`config.mk`:
```
export PLATFORM = sky130hd
export DESIGN_NAME = coproc_top
export DESIGN_NICKNAME = d
export VERILOG_FILES = /design/src/coproc_pkg.sv /design/src/ram_if.sv /design/src/coproc_ctrl.sv /design/src/coproc_top.sv /design/src/mac_engine.sv /design/src/matrix_ram.sv /design/src/result_streamer.sv
export VERILOG_INCLUDE_DIRS = /design/src /design/src/src
export SDC_FILE = /design/constraint.sdc
export NUM_CORES = 1
export LEC_CHECK = 0
export ABC_AREA = 1
export BUFFER_PORTS_ARGS = -buffer_cell sky130_fd_sc_hd__buf_2
export CAP_MARGIN = 20
export CORE_ASPECT_RATIO = 1.25
export CORE_UTILIZATION = 23
export CTS_BUF_LIST = sky130_fd_sc_hd__clkbuf_2
export DETAILED_ROUTE_END_ITERATION = 10
export PLACE_DENSITY_LB_ADDON = 0.15
export SLEW_MARGIN = 10
export SYNTH_ARGS = -nofsm -noshare
export SYNTH_HDL_FRONTEND = slang
export SYNTH_HIERARCHICAL = 1
export SYNTH_SLANG_ARGS = --single-unit
export TNS_END_PERCENT = 10
```
`constraint.sdc`:
```
create_clock -name ACLK -period 9.9 [get_ports ACLK]
set_clock_uncertainty 0.2 [all_clocks]
set_input_delay 0.495 -clock ACLK [delete_from_list [all_inputs] [get_ports ACLK]]
set_output_delay 0.495 -clock ACLK [all_outputs]
set_load 0.05 [all_outputs]
```
`src/coproc_defs.svh`:
```
// ~~~~~~~~~~~~~~~~~~~~~~~~~~~~~~
// Matrix-vector coprocessor sizes
// Element, bus and matrix dimensions plus
// the counts and address widths derived from them
// ~~~~~~~~~~~~~~~~~~~~~~~~~~~~~~

`ifndef COPROC_DEFS_SVH
`define COPROC_DEFS_SVH

// Element and stream widths
`define COPROC_DATA_W     8
`define COPROC_BUS_W      32

// A is 8 rows by 4 columns, B is a 4 element vector
`define COPROC_A_ROWS     8
`define COPROC_A_COLS     4
`define COPROC_A_WORDS    32
`define COPROC_B_WORDS    4

// Frame lengths on both streams
`define COPROC_IN_WORDS   36
`define COPROC_OUT_WORDS  8

// RAM address widths
`define COPROC_A_AW       5
`define COPROC_B_AW       2
`define COPROC_RES_AW     3

// Exact sum of four 16 bit products
`define COPROC_ACC_W      18

`endif

```
`src/coproc_pkg.sv`:
```
// ~~~~~~~~~~~~~~~~~~~~~~~~~~~~~~
// Matrix-vector coprocessor types
// Data, accumulator, address and FSM state types
// shared by all coprocessor blocks
// ~~~~~~~~~~~~~~~~~~~~~~~~~~~~~~

package coproc_pkg;

	`include "coproc_defs.svh"

	// One matrix or vector element
	typedef logic [`COPROC_DATA_W-1:0] data_t;

	// Row dot product accumulator
	typedef logic [`COPROC_ACC_W-1:0] acc_t;

	// RAM addresses
	typedef logic [`COPROC_A_AW-1:0] a_addr_t;
	typedef logic [`COPROC_B_AW-1:0] b_addr_t;
	typedef logic [`COPROC_RES_AW-1:0] res_addr_t;

	// Counts 0 to 36 accepted input words
	typedef logic [$clog2(`COPROC_IN_WORDS + 1)-1:0] in_count_t;

	// Frame controller FSM
	typedef enum logic [1:0] {
		IDLE          = 2'd0,
		READ_INPUTS   = 2'd1,
		COMPUTE       = 2'd2,
		WRITE_OUTPUTS = 2'd3
	} ctrl_state_t;

endpackage

```
`src/ram_if.sv`:
```
// ~~~~~~~~~~~~~~~~~~~~~~~~~~~~~~
// RAM port bundle
// One write port and one registered read port,
// address width set per RAM
// ~~~~~~~~~~~~~~~~~~~~~~~~~~~~~~

`timescale 1ns/1ps

interface ram_if #(
	parameter int ADDR_W = 5
);
	import coproc_pkg::*;

	// Write port, takes effect at the edge where wr_en is high
	logic              wr_en;
	logic [ADDR_W-1:0] wr_addr;
	data_t             wr_data;

	// Read port, data one cycle after the rd_en edge
	logic              rd_en;
	logic [ADDR_W-1:0] rd_addr;
	data_t             rd_data;

	// Block that fills the RAM
	modport writer (output wr_en, wr_addr, wr_data);

	// Block that consumes the RAM
	modport reader (output rd_en, rd_addr, input rd_data);

	// The RAM itself
	modport mem (input wr_en, wr_addr, wr_data, rd_en, rd_addr, output rd_data);

endinterface

```
`src/coproc_ctrl.sv`:
```
// ~~~~~~~~~~~~~~~~~~~~~~~~~~~~~~
// Coprocessor frame controller
// Accepts the 36 word input stream, loads A and B,
// then sequences the MAC engine and the result stream
// ~~~~~~~~~~~~~~~~~~~~~~~~~~~~~~

`timescale 1ns/1ps
`include "coproc_defs.svh"

module coproc_ctrl (
	input  logic                     ACLK,
	input  logic                     ARESETN,
	input  logic [`COPROC_BUS_W-1:0] s_axis_tdata,
	input  logic                     s_axis_tvalid,
	output logic                     s_axis_tready,
	ram_if.writer                    a_wr,
	ram_if.writer                    b_wr,
	output logic                     mac_start,
	input  logic                     mac_done,
	output logic                     out_start,
	input  logic                     out_done
);
	import coproc_pkg::*;

	// Word index of the last input word
	localparam in_count_t LAST_WORD = in_count_t'(`COPROC_IN_WORDS - 1);
	// First word index that belongs to B
	localparam in_count_t A_WORDS = in_count_t'(`COPROC_A_WORDS);

	ctrl_state_t state;
	in_count_t   in_count;
	logic        in_xfer;
	data_t       in_byte;

	// Input handshake
	assign in_xfer = s_axis_tvalid && s_axis_tready;
	// Only the low byte of each bus word carries data
	assign in_byte = s_axis_tdata[`COPROC_DATA_W-1:0];

	// FSM, ready, write enables and start pulses
	always_ff @(posedge ACLK) begin
		if (!ARESETN) begin
			state         <= IDLE;
			in_count      <= '0;
			s_axis_tready <= 1'b0;
			mac_start     <= 1'b0;
			out_start     <= 1'b0;
			a_wr.wr_en    <= 1'b0;
			b_wr.wr_en    <= 1'b0;
		end else begin
			// Pulses last one cycle
			mac_start  <= 1'b0;
			out_start  <= 1'b0;
			a_wr.wr_en <= 1'b0;
			b_wr.wr_en <= 1'b0;
			case (state)
				IDLE: begin
					// Leave Idle only once the source offers a word
					if (s_axis_tvalid) begin
						state         <= READ_INPUTS;
						s_axis_tready <= 1'b1;
						in_count      <= '0;
					end
				end
				READ_INPUTS: begin
					if (in_xfer) begin
						in_count <= in_count + 1'b1;
						// Words 0..31 fill A, 32..35 fill B
						if (in_count < A_WORDS) begin
							a_wr.wr_en <= 1'b1;
						end else begin
							b_wr.wr_en <= 1'b1;
						end
						// Frame complete, last B write lands with mac_start
						if (in_count == LAST_WORD) begin
							s_axis_tready <= 1'b0;
							mac_start     <= 1'b1;
							state         <= COMPUTE;
						end
					end
				end
				COMPUTE: begin
					// Results are all in RAM by the done edge
					if (mac_done) begin
						state     <= WRITE_OUTPUTS;
						out_start <= 1'b1;
					end
				end
				WRITE_OUTPUTS: begin
					// Done comes with the eighth output transfer
					if (out_done) begin
						state <= IDLE;
					end
				end
				default: begin
					state <= IDLE;
				end
			endcase
		end
	end

	// Write address and data, captured with the transfer
	always_ff @(posedge ACLK) begin
		if (in_xfer) begin
			a_wr.wr_addr <= a_addr_t'(in_count);
			a_wr.wr_data <= in_byte;
			// B index relative to the end of A
			b_wr.wr_addr <= b_addr_t'(in_count - A_WORDS);
			b_wr.wr_data <= in_byte;
		end
	end

endmodule

```
`src/coproc_top.sv`:
```
// ~~~~~~~~~~~~~~~~~~~~~~~~~~~~~~
// Matrix-vector coprocessor top
// Stream ports, A, B and result RAMs, controller,
// MAC engine and result streamer
// ~~~~~~~~~~~~~~~~~~~~~~~~~~~~~~

`timescale 1ns/1ps
`include "coproc_defs.svh"

module coproc_top (
	input  logic                     ACLK,
	input  logic                     ARESETN,
	input  logic [`COPROC_BUS_W-1:0] s_axis_tdata,
	input  logic                     s_axis_tvalid,
	output logic                     s_axis_tready,
	output logic [`COPROC_BUS_W-1:0] m_axis_tdata,
	output logic                     m_axis_tvalid,
	input  logic                     m_axis_tready,
	output logic                     m_axis_tlast
);

	// Control pulses between the blocks
	logic mac_start;
	logic mac_done;
	logic out_start;
	logic out_done;

	// One port bundle per RAM
	ram_if #(.ADDR_W(`COPROC_A_AW))   a_bus ();
	ram_if #(.ADDR_W(`COPROC_B_AW))   b_bus ();
	ram_if #(.ADDR_W(`COPROC_RES_AW)) res_bus ();

	// A matrix, 32 elements
	matrix_ram #(.DEPTH_BITS(`COPROC_A_AW)) a_ram (
		.ACLK (ACLK),
		.mem  (a_bus.mem)
	);

	// B vector, 4 elements
	matrix_ram #(.DEPTH_BITS(`COPROC_B_AW)) b_ram (
		.ACLK (ACLK),
		.mem  (b_bus.mem)
	);

	// Results, one per row of A
	matrix_ram #(.DEPTH_BITS(`COPROC_RES_AW)) res_ram (
		.ACLK (ACLK),
		.mem  (res_bus.mem)
	);

	coproc_ctrl u_ctrl (
		.ACLK          (ACLK),
		.ARESETN       (ARESETN),
		.s_axis_tdata  (s_axis_tdata),
		.s_axis_tvalid (s_axis_tvalid),
		.s_axis_tready (s_axis_tready),
		.a_wr          (a_bus.writer),
		.b_wr          (b_bus.writer),
		.mac_start     (mac_start),
		.mac_done      (mac_done),
		.out_start     (out_start),
		.out_done      (out_done)
	);

	mac_engine u_mac (
		.ACLK    (ACLK),
		.ARESETN (ARESETN),
		.start   (mac_start),
		.done    (mac_done),
		.a_rd    (a_bus.reader),
		.b_rd    (b_bus.reader),
		.res_wr  (res_bus.writer)
	);

	result_streamer u_out (
		.ACLK          (ACLK),
		.ARESETN       (ARESETN),
		.start         (out_start),
		.done          (out_done),
		.res_rd        (res_bus.reader),
		.m_axis_tdata  (m_axis_tdata),
		.m_axis_tvalid (m_axis_tvalid),
		.m_axis_tready (m_axis_tready),
		.m_axis_tlast  (m_axis_tlast)
	);

endmodule

```
`src/mac_engine.sv`:
```
// ~~~~~~~~~~~~~~~~~~~~~~~~~~~~~~
// Row by row multiply-accumulate engine
// Streams A and B out of their RAMs, sums each row
// and writes bits 15:8 of the sum to the result RAM
// ~~~~~~~~~~~~~~~~~~~~~~~~~~~~~~

`timescale 1ns/1ps
`include "coproc_defs.svh"

module mac_engine (
	input  logic  ACLK,
	input  logic  ARESETN,
	input  logic  start,
	output logic  done,
	ram_if.reader a_rd,
	ram_if.reader b_rd,
	ram_if.writer res_wr
);
	import coproc_pkg::*;

	localparam res_addr_t LAST_ROW = res_addr_t'(`COPROC_A_ROWS - 1);
	localparam b_addr_t   LAST_COL = b_addr_t'(`COPROC_A_COLS - 1);

	// Read issue stage
	logic      busy;
	res_addr_t row;
	b_addr_t   col;

	// RAM data stage, tags follow the reads by one cycle
	logic      v1;
	logic      v1_first;
	logic      v1_last;
	res_addr_t v1_row;

	logic [2*`COPROC_DATA_W-1:0] product;
	acc_t                        acc;
	acc_t                        acc_next;

	// One A,B pair per cycle while busy
	// A is row-major with 4 columns so its address is {row, col}
	assign a_rd.rd_en   = busy;
	assign a_rd.rd_addr = {row, col};
	assign b_rd.rd_en   = busy;
	assign b_rd.rd_addr = col;

	// Walk rows and columns, next row starts straight after the last column
	always_ff @(posedge ACLK) begin
		if (!ARESETN) begin
			busy <= 1'b0;
			row  <= '0;
			col  <= '0;
		end else if (start) begin
			busy <= 1'b1;
			row  <= '0;
			col  <= '0;
		end else if (busy) begin
			col <= col + 1'b1;
			if (col == LAST_COL) begin
				row <= row + 1'b1;
				if (row == LAST_ROW) begin
					busy <= 1'b0;
				end
			end
		end
	end

	always_ff @(posedge ACLK) begin
		if (!ARESETN) begin
			v1 <= 1'b0;
		end else begin
			v1 <= busy;
		end
	end

	always_ff @(posedge ACLK) begin
		v1_first <= (col == '0);
		v1_last  <= (col == LAST_COL);
		v1_row   <= row;
	end

	// Multiply the RAM outputs and add into the row sum
	// First column restarts the sum
	always_comb begin
		product  = a_rd.rd_data * b_rd.rd_data;
		acc_next = acc_t'(product);
		if (!v1_first) begin
			acc_next = acc + acc_t'(product);
		end
	end

	// Row end writes one result, last row also ends the run
	always_ff @(posedge ACLK) begin
		if (!ARESETN) begin
			res_wr.wr_en <= 1'b0;
			done         <= 1'b0;
		end else begin
			res_wr.wr_en <= v1 && v1_last;
			done         <= v1 && v1_last && (v1_row == LAST_ROW);
		end
	end

	always_ff @(posedge ACLK) begin
		if (v1) begin
			acc <= acc_next;
		end
		res_wr.wr_addr <= v1_row;
		res_wr.wr_data <= acc_next[2*`COPROC_DATA_W-1:`COPROC_DATA_W];
	end

endmodule

```
`src/matrix_ram.sv`:
```
// ~~~~~~~~~~~~~~~~~~~~~~~~~~~~~~
// Simple dual-port element RAM
// Synchronous write, registered read with enable,
// depth of 2**DEPTH_BITS elements
// ~~~~~~~~~~~~~~~~~~~~~~~~~~~~~~

`timescale 1ns/1ps

module matrix_ram #(
	parameter int DEPTH_BITS = 5
) (
	input logic ACLK,
	ram_if.mem  mem
);
	import coproc_pkg::*;

	localparam int DEPTH = 2 ** DEPTH_BITS;

	// Storage array
	data_t ram [0:DEPTH-1];

	// Write side
	always_ff @(posedge ACLK) begin
		if (mem.wr_en) begin
			ram[mem.wr_addr] <= mem.wr_data;
		end
	end

	// Read side
	// Output holds until the next enabled read
	// Same address write and read returns the old word
	always_ff @(posedge ACLK) begin
		if (mem.rd_en) begin
			mem.rd_data <= ram[mem.rd_addr];
		end
	end

endmodule

```
`src/result_streamer.sv`:
```
// ~~~~~~~~~~~~~~~~~~~~~~~~~~~~~~
// Result stream master
// Reads the result RAM into a two-entry buffer and
// sends 8 zero-extended words with back-pressure
// ~~~~~~~~~~~~~~~~~~~~~~~~~~~~~~

`timescale 1ns/1ps
`include "coproc_defs.svh"

module result_streamer (
	input  logic                     ACLK,
	input  logic                     ARESETN,
	input  logic                     start,
	output logic                     done,
	ram_if.reader                    res_rd,
	output logic [`COPROC_BUS_W-1:0] m_axis_tdata,
	output logic                     m_axis_tvalid,
	input  logic                     m_axis_tready,
	output logic                     m_axis_tlast
);
	import coproc_pkg::*;

	localparam res_addr_t LAST_ADDR = res_addr_t'(`COPROC_OUT_WORDS - 1);

	// Read issue side
	logic      issuing;
	res_addr_t next_addr;
	logic      in_flight;
	logic      in_flight_last;

	// Two-entry FIFO, head is what the stream shows
	data_t      buf_data [2];
	logic       buf_last [2];
	logic       head;
	logic       tail;
	logic [1:0] buf_count;

	logic       push;
	logic       pop;
	logic [2:0] fill_after;

	assign push = in_flight;
	assign pop  = m_axis_tvalid && m_axis_tready;

	// Occupancy after this edge, a new read needs it at 1 or less
	assign fill_after = 3'(buf_count) + 3'(in_flight) - 3'(pop);

	// First read goes out in the start cycle itself
	assign res_rd.rd_en   = (start || issuing) && (fill_after <= 3'd1);
	assign res_rd.rd_addr = next_addr;

	assign m_axis_tvalid = (buf_count != 2'd0);
	assign m_axis_tdata  = `COPROC_BUS_W'(buf_data[head]);
	assign m_axis_tlast  = m_axis_tvalid && buf_last[head];
	// Final word accepted
	assign done = pop && buf_last[head];

	always_ff @(posedge ACLK) begin
		if (!ARESETN) begin
			issuing   <= 1'b0;
			next_addr <= '0;
			in_flight <= 1'b0;
			head      <= 1'b0;
			tail      <= 1'b0;
			buf_count <= '0;
		end else begin
			if (start) begin
				issuing <= 1'b1;
			end
			// Address wraps back to 0 after the last read
			if (res_rd.rd_en) begin
				next_addr <= next_addr + 1'b1;
				if (next_addr == LAST_ADDR) begin
					issuing <= 1'b0;
				end
			end
			in_flight <= res_rd.rd_en;
			if (push) begin
				tail <= ~tail;
			end
			if (pop) begin
				head <= ~head;
			end
			buf_count <= buf_count + 2'(push) - 2'(pop);
		end
	end

	// Buffer contents, tagged with the last address flag
	always_ff @(posedge ACLK) begin
		in_flight_last <= (next_addr == LAST_ADDR);
		if (push) begin
			buf_data[tail] <= res_rd.rd_data;
			buf_last[tail] <= in_flight_last;
		end
	end

endmodule
```
==> results of run 1 <==
==> worst max path at each step <==
stage / end / cells past startpoint / slack, ns
2_1_floorplan: u_mac/acc[15] / 23 / 4.53
3_3_place_gp: u_mac/acc[15] / 22 / 3.93
3_5_place_dp: u_mac/acc[15] / 24 / 3.94
4_1_cts: u_mac/acc[15] / 24 / 3.93
5_1_grt: u_mac/acc[15] / 22 / 3.48
6_report: u_mac/acc[15] / 24 / 3.99
==> sequential cells by signal, summed over array words and instances, names as in the netlist, 2 cells and up, named ones only <==
name                  count
u_ctrl/in_count           6
b_ram/mem.rd_data         8
u_ctrl/b_wr.wr_data       8
res_ram/ram              64
u_out/buf_count           2
u_out/buf_last            2
u_mac/res_wr.wr_data      8
u_mac/b_rd.rd_addr        2
a_ram/ram               256
res_ram/mem.rd_data       8
u_ctrl/a_wr.wr_addr       5
u_mac/row                 3
a_ram/mem.rd_data         8
u_mac/v1_row              3
u_out/res_rd.rd_addr      3
u_mac/res_wr.wr_addr      3
u_mac/acc                16
u_out/buf_data           16
u_ctrl/state              2
b_ram/ram                32
==> cells in the final DEF (no fill, tap or decap), types with 3 or more instances in the layout <==
cell           count
nand4_1            4
nor3_1             6
inv_1            284
fa_1              38
clkinv_4           5
o21ai_0           11
nand3_1          299
a21oi_2            6
nand2_1          754
nand2_2            9
and2_1             3
nor2_2             5
edfxtp_1         423
a21oi_1           30
nor2_4             3
nand3b_1           6
dfxtp_1           47
conb_1            24
dlygate4sd3_1     25
xor2_1             8
inv_2              6
clkbuf_2         185
buf_2             22
clkinv_2           3
or2_2              4
inv_6              3
clkinv_1          21
nor2_1            94
ha_1              66
or2_0              3
buf_4             23
==> final cells by class <==
cell class                 instances  area, um^2
clock inverter                    38       252.7
sequential                       472       13690
antenna                            1       2.502
tap                             1300        1627
timing repair buffer              70       533.0
fill                           10630       72450
clock buffer                     185       925.9
multi-input combinational       1391        7113
inverter                         291        1099
==> cells by family after synthesis <==
kind of cell / after synthesis / share of synthesized area
buffers and inverters: 417 / 0.08895
AO/OA/AOI/OAI: 58 / 0.01508
flip-flops: 472 / 0.6019
adder cells (fa/ha/maj): 104 / 0.06979
XOR/XNOR: 10 / 0.003853
AND/OR/NAND/NOR: 1195 / 0.2202
other: 1 / 0.0001650
==> report_power, final <==
part / switching, W / internal [W]
clock network: 0.000857 / 0.000567
registers: 0.0000207 / 0.00218
logic: 0.000173 / 0.0000568
total: 0.00105 / 0.00281
==> repair_timing <==
| item | CTS | global route |
|---|---|---|
| endpoints found under the setup margin | 0 | 0 |
| hold buffers | 25 | 0 |
| gates resized for setup | 0 | 0 |
| endpoints found under the hold margin | 61 | 0 |
==> metrics by stage <==
stage	setup slack, ns	instances	power [W]	cell area, um^2
2_1_floorplan	4.526	2280	0.002423	22820
3_3_place_gp	3.934	3499	0.002472	23810
3_5_place_dp	3.945	3499	0.002478	23810
4_1_cts	3.925	3747	0.003959	25240
5_1_grt	3.480	3748	0.004072	25240
6_report	3.989	3748	0.003860	25240
==> per-layer routing <==
metal	part of all wire	wire length, um	up-vias
met1	0.42	23290	7148
met5	0	0	-
met3	0.036	2024	120
li1	-	-	7572
met4	0.029	1645	0
met2	0.52	29140	249
==> flow_summary_export.csv, run 1 <==
group,metric,value,unit
status,status,"completed",
route,drt_first_iter_violations,668,
global_routing,grt_max_degree,66,
cts,post-cts-setup-buffer-count,0,
timing,fin_crit,5.911,ns
critical_path,r2r_start,"a_ram/mem.rd_data[2]",
yosys,netlist_instances,2257,
yosys,yosysTopAreaCellShare,0.5588,
timing,tns,0,ns
job,maxCapViolCount,0,
timing,clock.fmax,169.2,MHz
timing,holdWs,0.1501,ns
timing,setup_viol,0,
global_routing,use_met3,0.02887,
cts,cts_root_buf,"clkbuf_2",
timing,rsz0062_at_grt,"no",
yosys,synth_cell_types,44,
critical_path,r2r_slack,3.99,ns
route,firstDrtPassIters,5,
hold_path,hold_start,"u_mac/v1_row[2]",
yosys,yosys-top-cells-area,"edfxtp_1 (56%), nand2_1 (12%), nand3_1 (6.6%)",
yosys,synth-seq-area-share,0.6019,
global_routing,grt-ovfl-total,0,
layout,area_growth,11.04,%
route,viasPerCell,4.026,
yosys,synth_edf_count,423,
layout,nets,2504,
timing,tightest_slew,1.031,ns
yosys,postSynthAreaPerCell,10.07,um^2
critical_path,crit_start,"a_ram/mem.rd_data[2]",
yosys,yosysMostFrequentCell,"nand2_1",
floorplanning,rows,128,
route,ant_nets,0,
critical_path,required,10.64,ns
critical_path,cp_max_fo,8,
cts,clk_pin_slew,0.10,ns
hold_path,holdPathEnd,"u_mac/res_wr.wr_addr[2]",
cts,numCtsBuffers,138,
timing,final_hold_viol_count,0,
cts,cts.sinks,472,
power,p_per_area,152.9,nW/um^2
placed_design,gp_congestion,0.7685,
route,wl_per_cell,14.97,um
yosys,yosys_warnings,6,
floorplanning,die_h,353.5,um
critical_path,crit_path_top_delay_cell,"edfxtp_1",
critical_path,max_stage_delay,0.58,ns
critical_path,path_common_cell,"nand2_1",
global_routing,busiest_layer,"met2",
layout,drive_gt1_frac,0.1177,
yosys,yosys_most_used_dff,"edfxtp_1",
cts,htree_levels,4,
cts,clk-insertion-delay-late,1.25,ns
critical_path,cp_num_buf_inv,5,
route,vias,15090,
timing,slew-limit-headroom,0.3124,
timing,period_share,0.5971,
critical_path,worstSetupPathType,"register to register",
route,drc_errors,0,
floorplanning,dieArea,100100,um^2
critical_path,startpoint_type,"register",
hold_path,worstHoldPathCells,0,
timing,drv_slew,0,
critical_path,crit_arrival,6.65,ns
route,wirelength,56.10,mm
floorplanning,num_io_pins,71,
floorplanning,die-width,283.2,um
cts,clockBufferDepth,3,
power,ir_drop,0.00006330,V
power,p_leak,10.65,nW
layout,final_core_util,0.2584,
critical_path,critical-path-top-delay-family,"adder cells",
yosys,synth_seq_cells,472,
yosys,async_flop_share,0,
global_routing,grtUsageMet1,0.1263,
hold_path,min_path_type,"register to register",
global_routing,antenna_found_initial,1,
critical_path,reg2regPathDepth,24,
placed_design,io_buffers,22,
floorplanning,core,97690,um^2
global_routing,use_met2,0.2066,
placed_design,post-dp-hpwl,35.73,mm
global_routing,track_usage,0.1141,
yosys,synth_common_cells,"nand2_1 (754), edfxtp_1 (423), nand3_1 (299), inv_1 (284), nor2_1 (94)",
critical_path,endpoint_kind,"register",
critical_path,crit_chain,"nand2_1 -> inv_1 -> fa_1 -> fa_1 -> fa_1 -> inv_1 -> fa_1 -> inv_1 -> ha_1 -> a21oi_1 -> o21ai_0 -> a211o_1 -> and2_1 -> ha_1 -> nand2_1 -> inv_1 -> nand2_1 -> nand2_1 -> a21oi_1 -> nand3_1 -> nand3_1 -> nand2_1 -> nand2_1 -> inv_1",
cts,cts_tree,"built",
floorplanning,start_util,0.2327,
critical_path,r2r_end,"u_mac/acc[15]",
yosys,synth_area,22730,um^2
global_routing,grt_pass1_wl,88.04,mm
yosys,yosysTopAreaCell,"edfxtp_1",
global_routing,grt_pass1_vias,15670,
Power figures use the tool's default switching activity.
==> inputs of run 2 (changes only) <==
==> constraint.sdc (replaced) <==
create_clock -name ACLK -period 4.8 [get_ports ACLK]
set_clock_uncertainty 0.2 [all_clocks]
set_input_delay 0.24 -clock ACLK [delete_from_list [all_inputs] [get_ports ACLK]]
set_output_delay 0.24 -clock ACLK [all_outputs]
set_load 0.05 [all_outputs]
==> run 2 against run 1 <==
  * The run now ends with negative setup slack left
  * Die area did not move
  * Flip-flop and latch count unchanged
  * Design area is 4.9% higher
  * Clock power rose by 110%
  * Non-clock buffer count rose by 82
  * First-iteration DRC count up 12%
  * Combinational power grew 110%
  * Largest cell class unchanged
  * Largest power group unchanged
  * Highest routed layer unchanged
==> flow_summary_export.csv, run 2 (synthesis gave the netlist of run 1 again) <==
group,metric,value,unit
power,clockPowerShare,0.371,
route,wl_per_cell,15.15,um
cts,cts_tree,"built",
power,p_per_area,302.2,nW/um^2
route,ant_nets,0,
layout,drive_gt1_frac,0.1844,
layout,nets,2584,
route,drc_errors,0,
route,drt_first_iter_violations,749,
power,comb_power_share,0.061,
layout,reg_top3,"a_ram/ram x256, res_ram/ram x64, b_ram/ram x32",
cts,numCtsBuffers,136,
floorplanning,core,97690,um^2
floorplanning,rows,128,
route,viasPerCell,4.046,
global_routing,grt_pass1_vias,15870,
timing,holdWs,0.1495,ns
timing,slew-limit-headroom,0.3012,
floorplanning,die_h,353.5,um
layout,fin_cells,3842,
job,maxCapViolCount,0,
floorplanning,die-width,283.2,um
floorplanning,num_io_pins,71,
power,p_total,0.008002,W
global_routing,grt_max_degree,73,
timing,setup_ws,-0.4987,ns
timing,period_share,1.104,
cts,clk_pin_slew,0.10,ns
timing,clock.fmax,188.7,MHz
layout,fillers,10470,
layout,seq_area,13690,um^2
cts,htree_levels,4,
placed_design,post-dp-hpwl,37.18,mm
critical_path,cp_max_fo,5,
placed_design,dp.cells,3563,
global_routing,grt-ovfl-total,0,
timing,final_hold_viol_count,0,
power,p_int,0.005803,W
power,swShare,0.2748,
global_routing,antenna_found_initial,2,
route,firstDrtPassIters,5,
floorplanning,dieArea,100100,um^2
power,p_leak,11.16,nW
cts,clockBufferDepth,3,
hold_path,min_path_type,"register to register",
timing,rsz0062_at_grt,"yes",
power,p_sw,0.002199,W
power,seqPwrFrac,0.568,
layout,final_cell_mix,"nand2_1 (732), edfxtp_1 (423), nand3_1 (293)",
layout,multi_input_area,7684,um^2
critical_path,worstSetupPathType,"register to register",
cts,cts_root_buf,"clkbuf_2",
timing,setup_viol,17,
cts,clk-insertion-delay-late,1.30,ns
layout,area_growth,16.48,%
timing,fin_crit,5.299,ns
global_routing,track_usage,0.1172,
placed_design,io_buffers,22,
timing,tightest_slew,1.044,ns
placed_design,gp_congestion,0.8165,
layout,final_core_util,0.2710,
cts,cts.sinks,472,
timing,drv_slew,0,
critical_path,endpoint_kind,"register",
route,vias,15550,
status,status,"complete, but fails checks",
layout,top_register,"a_ram/ram",
route,wirelength,58.22,mm
critical_path,startpoint_type,"register",
critical_path,crit_arrival,6.10,ns
floorplanning,start_util,0.2327,
status,violations,"negative setup slack",
global_routing,grt_pass1_wl,90.51,mm
power,ir_drop,0.0001180,V
layout,largest_reg_flops,256,
layout,layout_commonest_cell,"nand2_1",
critical_path,required,5.60,ns
==> run 2: changes by cell type in the layout (fill, tap and decap cells not counted), moves of 11 or more <==
| cell | before | now |
|---|---|---|
| nand2_1 | 754 | 732 |
| buf_4 | 23 | 96 |
| inv_1 | 284 | 273 |
| ha_1 | 66 | 52 |
| ha_4 | 0 | 14 |
| clkbuf_2 | 185 | 200 |
| a21oi_1 | 30 | 18 |
| nand2_2 | 9 | 23 |
==> run 2: final cells by class <==
class                           instances  area share
Sequential cell                       472      0.5169
Multi-Input combinational cell       1391      0.2902
Tap cell                             1300     0.06143
Timing Repair Buffer                  152     0.04437
Inverter                              291     0.04149
Clock buffer                          200     0.03780
Clock inverter                         32    0.007419
Antenna cell                            4   0.0003780
==> run 2: critical path: stages, from the launching register on <==
cell      delay [ns]
edfxtp_1        0.45
buf_6           0.16
buf_4           0.13
nand2_1         0.05
inv_1           0.05
fa_1            0.49
fa_1            0.43
fa_1            0.49
inv_1           0.05
fa_1            0.48
inv_2           0.04
ha_4            0.25
nand2_4         0.08
inv_2           0.03
nand2_1         0.08
nand2_2         0.07
a211o_1         0.25
and2_4          0.15
ha_4            0.25
a21o_1          0.19
nor2_2          0.13
nand3_2         0.11
or2_0           0.22
nand3_1         0.07
nand2_1         0.08
==> run 2: path summary, 6_finish.rpt <==
check / start / endpoint / slack (ns) / depth (start not counted)
max: b_ram/mem.rd_data[4] / u_mac/acc[12] / -0.50 / 24
min: u_mac/v1_row[2] / u_mac/res_wr.wr_addr[2] / 0.15 / 0
max reg2reg: b_ram/mem.rd_data[4] / u_mac/acc[12] / -0.50 / 24
min reg2reg: u_mac/v1_row[2] / u_mac/res_wr.wr_addr[2] / 0.15 / 0
==> run 2: metrics by stage <==
stage / setup TNS, ns / instance area (um^2) / setup slack, ns
finish: -6.007 / 26480 / -0.4987
global placement: -7.913 / 24500 / -0.9024
global route: -9.433 / 26480 / -0.6701
CTS: -6.373 / 26230 / -0.4849
floorplan: -0.2502 / 23110 / -0.08624
detailed placement: -7.927 / 24500 / -0.8677
==> run 2: repair_timing <==
action,CTS,global route
hold buffers,31,0
gates resized for setup,41,39
setup buffers,9,4
setup endpoints to repair,18,18
pin swaps,17,16
endpoints found under the hold margin,61,0
==> run 2: power by group through the flow <==
stage               Sequential, W  Clock, W  Combinational [W]
floorplan                 0.00466         0           0.000340
global placement          0.00464         0           0.000466
detailed placement        0.00464         0           0.000477
CTS                       0.00455   0.00314           0.000499
global route              0.00455   0.00335           0.000544
finish                    0.00454   0.00297           0.000488
==> run 2: per-layer routing <==
metal | track usage | share of wire
met1 | 0.1357 | 0.42
met2 | 0.2067 | 0.51
met3 | 0.02655 | 0.041
met4 | 0.05016 | 0.032
met5 | 0 | 0
